### src/pf_settings.svh
`ifndef PF_SETTINGS_SVH
`define PF_SETTINGS_SVH

// One memory line holds two 32-bit words.
`define PF_LINE_BITS 64
`define PF_ADDR_BITS 32

// Line buffer of 8 entries.
`define PF_LOG2_DEPTH 3

// Free entries left when almost-full rises.
`define PF_ALMFULL_MARGIN 2

`endif

### src/pf_pkg.sv
`include "pf_settings.svh"
`default_nettype none

package pf_pkg;

    typedef logic [`PF_ADDR_BITS-1:0] line_addr_t;
    typedef logic [`PF_LINE_BITS-1:0] line_data_t;
    typedef logic [31:0] line_count_t;
    typedef logic [15:0] tag_t;

    typedef enum logic [1:0]
    {
        ST_IDLE,
        ST_READ,
        ST_DONE
    } xfer_state_t;

    typedef struct packed
    {
        logic valid;
        line_addr_t address;
        tag_t tag;  // Low bits of the request index.
    } rd_req_t;

    typedef struct packed
    {
        logic valid;
        tag_t tag;
        line_data_t data;
    } rd_rsp_t;

endpackage

`default_nettype wire

### src/line_fifo.sv
`timescale 1ns/10ps
`include "pf_settings.svh"
`default_nettype none

module line_fifo
#(
    parameter int WIDTH = 64,
    parameter int LOG2_DEPTH = 3
)
(
    input  wire logic clk,
    input  wire logic reset,

    input  wire logic we,
    input  wire logic [WIDTH-1:0] wdata,
    input  wire logic re,

    output logic [WIDTH-1:0] rdata,
    output logic rvalid,
    output logic empty,
    output logic almostfull,
    output logic [LOG2_DEPTH:0] count
);

    localparam int DEPTH = 1 << LOG2_DEPTH;
    localparam int CW = LOG2_DEPTH + 1;

    logic [WIDTH-1:0] mem [DEPTH];
    logic [LOG2_DEPTH-1:0] wr_ptr;
    logic [LOG2_DEPTH-1:0] rd_ptr;
    logic full;
    logic do_write;
    logic do_read;

    assign empty = (count == '0);
    assign full = (count == CW'(DEPTH));
    assign almostfull = (count >= CW'(DEPTH - `PF_ALMFULL_MARGIN));

    // Writes to a full FIFO are dropped.
    assign do_write = we && !full;
    assign do_read = re && !empty;

    always_ff @(posedge clk)
    begin
        if (do_write)
        begin
            mem[wr_ptr] <= wdata;
        end
        if (do_read)
        begin
            rdata <= mem[rd_ptr];  // Valid with rvalid next cycle.
        end
    end

    always_ff @(posedge clk)
    begin
        if (reset)
        begin
            wr_ptr <= '0;
            rd_ptr <= '0;
            count <= '0;
            rvalid <= 1'b0;
        end
        else
        begin
            rvalid <= do_read;
            if (do_write)
            begin
                wr_ptr <= wr_ptr + LOG2_DEPTH'(1);
            end
            if (do_read)
            begin
                rd_ptr <= rd_ptr + LOG2_DEPTH'(1);
            end
            count <= count + CW'(do_write) - CW'(do_read);
        end
    end

endmodule

`default_nettype wire

### src/line_prefetch.sv
`timescale 1ns/10ps
`include "pf_settings.svh"
`default_nettype none

module line_prefetch
(
    input  wire logic clk,
    input  wire logic reset,

    input  wire logic op_start,
    output logic op_done,

    input  wire pf_pkg::line_addr_t base,
    input  wire pf_pkg::line_count_t offset,
    input  wire pf_pkg::line_count_t length,

    input  wire logic mem_almfull,
    output pf_pkg::rd_req_t mem_req,
    input  wire pf_pkg::rd_rsp_t mem_rsp,

    output logic get_almfull,
    input  wire pf_pkg::rd_req_t get_req,
    output pf_pkg::rd_rsp_t get_rsp
);

    localparam int BUF_DEPTH = 1 << `PF_LOG2_DEPTH;

    pf_pkg::xfer_state_t req_state;
    pf_pkg::xfer_state_t rcv_state;

    pf_pkg::line_addr_t start_addr;
    pf_pkg::line_count_t xfer_length;

    pf_pkg::line_count_t req_count;      // Memory reads issued.
    pf_pkg::line_count_t log_count;      // Consumer requests logged.
    pf_pkg::line_count_t rsp_count;      // Memory responses buffered.
    pf_pkg::line_count_t deliver_count;  // Lines sent to the consumer.

    pf_pkg::line_count_t in_flight_next;
    pf_pkg::line_count_t buf_free;
    logic signed [31:0] credit;
    logic issue;

    logic buf_we;
    logic pop;
    pf_pkg::line_data_t buf_rdata;
    logic buf_rvalid;
    logic buf_empty;
    logic [`PF_LOG2_DEPTH:0] buf_count;

    logic pend_we;
    pf_pkg::tag_t pend_rdata;
    logic pend_rvalid;
    logic pend_empty;
    logic pend_almfull;
    logic [`PF_LOG2_DEPTH:0] pend_count;

    line_fifo
    #(
        .WIDTH(`PF_LINE_BITS),
        .LOG2_DEPTH(`PF_LOG2_DEPTH)
    )
    buffer_fifo
    (
        .clk,
        .reset,
        .we(buf_we),
        .wdata(mem_rsp.data),
        .re(pop),
        .rdata(buf_rdata),
        .rvalid(buf_rvalid),
        .empty(buf_empty),
        .almostfull(),
        .count(buf_count)
    );

    line_fifo
    #(
        .WIDTH($bits(pf_pkg::tag_t)),
        .LOG2_DEPTH(`PF_LOG2_DEPTH)
    )
    pending_fifo
    (
        .clk,
        .reset,
        .we(pend_we),
        .wdata(log_count[15:0]),
        .re(pop),
        .rdata(pend_rdata),
        .rvalid(pend_rvalid),
        .empty(pend_empty),
        .almostfull(pend_almfull),
        .count(pend_count)
    );

    assign buf_we = mem_rsp.valid && (rcv_state == pf_pkg::ST_READ);
    assign pend_we = get_req.valid && (req_state == pf_pkg::ST_READ);
    assign pop = !pend_empty && !buf_empty;  // One line per waiting request.

    always_comb
    begin
        issue = (req_state == pf_pkg::ST_READ) && (req_count < xfer_length) &&
                !mem_almfull && (credit > 0);
        in_flight_next = req_count + pf_pkg::line_count_t'(issue) - rsp_count;
        buf_free = pf_pkg::line_count_t'(BUF_DEPTH) - pf_pkg::line_count_t'(buf_count);
    end

    // Counts this cycle's issue so back-to-back reads cannot overrun the buffer.
    always_ff @(posedge clk)
    begin
        credit <= $signed(buf_free - in_flight_next);
    end

    always_ff @(posedge clk)
    begin
        if (reset)
        begin
            req_state <= pf_pkg::ST_IDLE;
            req_count <= '0;
            log_count <= '0;
            xfer_length <= '0;
            mem_req.valid <= 1'b0;
            get_almfull <= 1'b0;
        end
        else
        begin
            mem_req.valid <= 1'b0;
            get_almfull <= mem_almfull || ((req_state == pf_pkg::ST_READ) && pend_almfull);
            case (req_state)
                pf_pkg::ST_IDLE:
                begin
                    if (op_start)
                    begin
                        start_addr <= base + pf_pkg::line_addr_t'(offset);
                        xfer_length <= length;
                        req_count <= '0;
                        log_count <= '0;
                        req_state <= pf_pkg::ST_READ;
                    end
                end

                pf_pkg::ST_READ:
                begin
                    if (issue)
                    begin
                        mem_req.valid <= 1'b1;
                        mem_req.address <= start_addr + pf_pkg::line_addr_t'(req_count);
                        mem_req.tag <= req_count[15:0];
                        req_count <= req_count + 1;
                    end
                    if (pend_we)
                    begin
                        log_count <= log_count + 1;
                    end
                    if (req_count == xfer_length && log_count == xfer_length)
                    begin
                        req_state <= pf_pkg::ST_DONE;
                    end
                end

                default:
                begin
                    req_state <= pf_pkg::ST_IDLE;
                end
            endcase
        end
    end

    always_ff @(posedge clk)
    begin
        if (reset)
        begin
            rcv_state <= pf_pkg::ST_IDLE;
            rsp_count <= '0;
            deliver_count <= '0;
            get_rsp.valid <= 1'b0;
            op_done <= 1'b0;
        end
        else
        begin
            get_rsp.valid <= 1'b0;
            op_done <= 1'b0;
            case (rcv_state)
                pf_pkg::ST_IDLE:
                begin
                    if (op_start)
                    begin
                        rsp_count <= '0;
                        deliver_count <= '0;
                        rcv_state <= pf_pkg::ST_READ;
                    end
                end

                pf_pkg::ST_READ:
                begin
                    if (buf_we)
                    begin
                        rsp_count <= rsp_count + 1;
                    end
                    if (buf_rvalid && pend_rvalid)
                    begin
                        get_rsp.valid <= 1'b1;
                        get_rsp.tag <= pend_rdata;
                        get_rsp.data <= buf_rdata;
                        deliver_count <= deliver_count + 1;
                    end
                    if (deliver_count == xfer_length && pend_count == '0)
                    begin
                        rcv_state <= pf_pkg::ST_DONE;
                    end
                end

                default:
                begin
                    op_done <= 1'b1;
                    rcv_state <= pf_pkg::ST_IDLE;
                end
            endcase
        end
    end

endmodule

`default_nettype wire

### src/line_reduce.sv
`timescale 1ns/10ps
`include "pf_settings.svh"
`default_nettype none

module line_reduce
(
    input  wire logic clk,
    input  wire logic reset,

    input  wire logic op_start,
    input  wire pf_pkg::line_count_t length,

    input  wire logic get_almfull,
    output pf_pkg::rd_req_t get_req,
    input  wire pf_pkg::rd_rsp_t get_rsp,

    output logic [31:0] checksum
);

    localparam int WORDS = `PF_LINE_BITS / 32;

    pf_pkg::line_count_t req_length;
    pf_pkg::line_count_t req_count;
    logic [31:0] line_sum;

    // Wraps modulo 2^32.
    always_comb
    begin
        line_sum = '0;
        for (int w = 0; w < WORDS; w++)
        begin
            line_sum = line_sum + get_rsp.data[w*32 +: 32];
        end
    end

    always_ff @(posedge clk)
    begin
        if (reset)
        begin
            req_length <= '0;
            req_count <= '0;
            get_req.valid <= 1'b0;
            checksum <= '0;
        end
        else
        begin
            get_req.valid <= 1'b0;
            if (op_start)
            begin
                req_length <= length;
                req_count <= '0;
                checksum <= '0;
            end
            else
            begin
                if (!get_almfull && req_count < req_length)
                begin
                    get_req.valid <= 1'b1;
                    get_req.address <= pf_pkg::line_addr_t'(req_count);  // Index, not address.
                    get_req.tag <= req_count[15:0];
                    req_count <= req_count + 1;
                end
                if (get_rsp.valid)
                begin
                    checksum <= checksum + line_sum;
                end
            end
        end
    end

endmodule

`default_nettype wire

### src/prefetch_top.sv
`timescale 1ns/10ps
`default_nettype none

module prefetch_top
(
    input  wire logic clk,
    input  wire logic reset,

    input  wire logic op_start,
    input  wire pf_pkg::line_addr_t base,
    input  wire pf_pkg::line_count_t offset,
    input  wire pf_pkg::line_count_t length,
    output logic op_done,
    output logic [31:0] checksum,

    input  wire logic mem_almfull,
    output pf_pkg::rd_req_t mem_req,
    input  wire pf_pkg::rd_rsp_t mem_rsp
);

    pf_pkg::rd_req_t get_req;
    pf_pkg::rd_rsp_t get_rsp;
    logic get_almfull;

    line_prefetch line_prefetch0
    (
        .clk,
        .reset,
        .op_start,
        .op_done,
        .base,
        .offset,
        .length,
        .mem_almfull,
        .mem_req,
        .mem_rsp,
        .get_almfull,
        .get_req,
        .get_rsp
    );

    line_reduce line_reduce0
    (
        .clk,
        .reset,
        .op_start,
        .length,
        .get_almfull,
        .get_req,
        .get_rsp,
        .checksum
    );

endmodule

`default_nettype wire

### config.mk
export PLATFORM = sky130hd
export DESIGN_NAME = prefetch_top
export DESIGN_NICKNAME = d
export VERILOG_FILES = /design/src/pf_pkg.sv /design/src/line_fifo.sv /design/src/line_prefetch.sv /design/src/line_reduce.sv /design/src/prefetch_top.sv
export VERILOG_INCLUDE_DIRS = /design/src /design/src/src
export SDC_FILE = /design/constraint.sdc
export NUM_CORES = 2
export LEC_CHECK = 0
export BUFFER_PORTS_ARGS = -buffer_cell sky130_fd_sc_hd__clkbuf_2
export CAP_MARGIN = 20
export CORE_ASPECT_RATIO = 0.8
export CORE_MARGIN = 1
export CORE_UTILIZATION = 30
export DETAILED_ROUTE_END_ITERATION = 8
export GPL_ROUTABILITY_DRIVEN = 0
export PLACE_DENSITY = 0.53
export SETUP_SLACK_MARGIN = 0.1
export SLEW_MARGIN = 40
export SYNTH_ARGS = -nofsm -noshare
export SYNTH_HDL_FRONTEND = slang
export SYNTH_SLANG_ARGS = --single-unit
### constraint.sdc
create_clock -name clk -period 13.1 [get_ports clk]
set_input_delay 0.655 -clock clk [delete_from_list [all_inputs] [get_ports clk]]
set_output_delay 0.655 -clock clk [all_outputs]
set_load 0.03 [all_outputs]
==> results.yml <==
status:
  status: "completed"
setup_path:
  arrival_ns: 6.97
  cp.required_ns: 13.69
  cp_num_buf_inv: 3
  crit_path_cell_trace: "ha_1, a21o_1, a21o_1, a21oi_1, o21a_1, o221ai_1, a21oi_1, buf_4, inv_1, fa_1, fa_1, ha_1, inv_1, fa_1, nand2b_1, a21oi_1, o2111ai_1, a211oi_1, o41a_1, a41o_1, and2_1, o21ai_1, xnor2_1"
  cp.depth: 23
  crit_fanout: 14
  path_delay_family: "compound AO/OA/AOI/OAI gates"
  path_class: "flop to flop"
  crit_slowest_cell: "dfxtp_1"
  endpoint_kind: "flop"
  startpoint_type: "flop"
  r2r_end: "line_prefetch0.credit[30]$_DFF_P_"
  critical-path-max-stage-delay_ns: 0.62
  reg2reg_from: "line_prefetch0.req_count[5]$_SDFFE_PP0P_"
  worstSetupEndpoint: "line_prefetch0.credit[30]$_DFF_P_"
  startpoint: "line_prefetch0.req_count[5]$_SDFFE_PP0P_"
  r2r_cells: 23
  r2r_slack_ns: 6.72
floorplanning:
  die_h_um: 360
  design.die.area_mm2: 0.162
  io_pins: 263
  initial_core_util: 0.304
  die_w_um: 449
  core_area_mm2: 0.158
  rows: 130
global_route:
  overflow: 0
  grt_max_degree: 65
  antenna_found_initial: 28
  grt_pass1_vias: 28606
  grt_first_pass_wirelength_um: 186000
  grtUsageTotal: 0.151
layout:
  seqCellArea_mm2: 0.0279
  fillCellCount: 15334
  finalCoreUtilization: 0.352
  drive_above_1_share: 0.171
  multi_input_comb_area_mm2: 0.0191
  fin_nets: 4403
  syn_to_final_growth_pct: 15.7
synthesis:
  synth.most_common_cell: "edfxtp_1"
  synth_nets: 4116
  ys_async_sr_fraction: 0
  synth_edf_count: 720
  ys_top_cells_by_count: "720 x edfxtp_1, 312 x dfxtp_1, 266 x nor2_1, 238 x ha_1, 218 x nand2_1"
  synth_area_leader_cell: "edfxtp_1"
  synthFlopType: "edfxtp_1"
  synth_top_area_frac: 0.451
  syn_inst: 3629
  syn_area_mm2: 0.0480
  syn_area_per_cell_um2: 13.2
  ys_warn_count: 0
  yosysUniqueCellTypes: 80
  synth-seq-cells: 1032
  ys_top_cells_by_area: "edfxtp_1 45%, dfxtp_1 13%, ha_1 6.2%, mux4_2 6.0%, xnor2_1 2.9%"
  seq_area_frac_synth: 0.581
clocking:
  cts_buffer_depth: 3
  clock_latency_ns: 0.74
  cts_buffers: 108
  htree_num_levels: 3
  cts_hold_buf: 0
  cts_tree: "yes"
  cts_setup_buffers: 0
  cts_sinks: 1032
  root_buffer: "clkbuf_16"
  cts_resized: 0
  cts.reportedPaths.clkPinSlew_ns: 0.06
routing:
  viasPerCell: 4.84
  vias: 29675
  finalWirelength_um: 124000
  drtIter0Drc: 2321
  drt_pass1_iterations: 6
  ant_nets: 0
  route.detailed.drc: 0
  wire_per_inst_um: 20.2
timing:
  final_max_slew_viol_count: 0
  skew_ns: 0.0390
  slew-limit-headroom: 0.478
  worst_slack_ns: 6.72
  min_period_over_period: 0.487
  tightest_slew_ns: 0.783
  timing.fmax_ghz: 0.157
  hold_slack_ns: 0.196
  fin_crit_ns: 6.38
  setup_violations: 0
  finalHoldViolCount: 0
  tns_ns: 0
  rsz0062_at_grt: "no"
power:
  vdd_ir_drop_max_mv: 0.108
  clkPwrFrac: 0.330
  finalPower_mw: 9.37
  p_leak_nw: 20.2
  p_int_mw: 6.63
  combPwrFrac: 0.241
  switchingPower_mw: 2.74
  power_density_mw_per_mm2: 169
  switching_share: 0.292
  p_seq_frac: 0.429
placed_design:
  dp_hpwl_um: 84300
  detailedPlace.worstSlack_ns: 6.84
  io_buffers: 246
min_path:
  hp-class: "primary input to flop"
flow_run:
  cap_violations: 0
area by class of cell:
cell class	instances	share of cell area
antenna	5	0.000225
tap	2112	0.0476
clock buffer	141	0.0527
clock inverter	62	0.0114
timing repair buffer	288	0.0297
inverter	190	0.0128
multi-input combinational	2296	0.344
sequential	1032	0.502
how the worst min path moves through the flow:
stage | from | endpoint | slack [ns] | cells after the start
after floorplan | line_prefetch0.buffer_fifo.rdata[0]$_DFFE_PP_ | line_prefetch0.get_rsp[0]$_DFFE_PP_ | 0.40 | 0
after global placement | line_prefetch0.buffer_fifo.rdata[35]$_DFFE_PP_ | line_prefetch0.get_rsp[35]$_DFFE_PP_ | 0.40 | 0
after detailed placement | line_prefetch0.buffer_fifo.rdata[3]$_DFFE_PP_ | line_prefetch0.get_rsp[3]$_DFFE_PP_ | 0.40 | 0
after CTS | mem_rsp[61] | line_prefetch0.buffer_fifo.mem[7][61]$_DFFE_PP_ | 0.13 | 1
after global routing | mem_rsp[2] | line_prefetch0.buffer_fifo.mem[0][2]$_DFFE_PP_ | 0.16 | 1
final | mem_rsp[61] | line_prefetch0.buffer_fifo.mem[7][61]$_DFFE_PP_ | 0.20 | 1
layout by cell type, fill, tap and decap left out, types with 68 or more instances in the layout:
cell / synthesis / layout
a21oi_1: 201 / 201
edfxtp_1: 720 / 720
clkbuf_16: 0 / 108
a21o_1: 77 / 77
nand4_1: 69 / 69
mux4_2: 128 / 128
inv_1: 190 / 189
o21ai_0: 80 / 80
ha_1: 238 / 238
xnor2_1: 157 / 157
dfxtp_1: 312 / 309
nand3_1: 69 / 69
nor2_1: 266 / 260
clkbuf_2: 0 / 245
fa_1: 68 / 68
nand2_1: 218 / 218
xor2_1: 125 / 125
state kept, by name, indices dropped and copies added (netlist names), 49 cells and up:
name,flops
line_prefetch0.buffer_fifo.mem,512
line_prefetch0.get_rsp,65
line_prefetch0.mem_req,49
line_prefetch0.buffer_fifo.rdata,64
logic make-up after synthesis:
family / Yosys count / synth area share
buf+inv: 301 / 0.0236
simple gates: 913 / 0.0936
fa+ha+maj: 306 / 0.0904
mux: 256 / 0.0884
xor+xnor: 282 / 0.0515
compound gates: 539 / 0.0718
flops: 1032 / 0.581
stage by stage:
stage | instances | cell area [µm²]
after floorplan | 3629 | 48000
after global placement | 5914 | 51800
after detailed placement | 5917 | 51900
after CTS | 6120 | 55500
after global routing | 6123 | 55500
final | 6126 | 55500
power groups by stage:
stage	clock network, mW	logic (mW)	registers, mW
final	3.09	2.26	4.02
after global routing	3.29	2.52	4.05
after CTS	3.17	2.28	4.03
after detailed placement	0	2.26	4.09
after global placement	0	2.25	4.09
after floorplan	0	1.70	4.01
metal layers:
metal,wire [µm],vias up,global-route usage
met5,95,-,0
met4,2780,14,0.0379
met3,6540,190,0.0297
met2,55300,686,0.231
met1,59300,14700,0.220
li1,-,14085,-
Note: power is estimated with default switching activity, not from simulation.
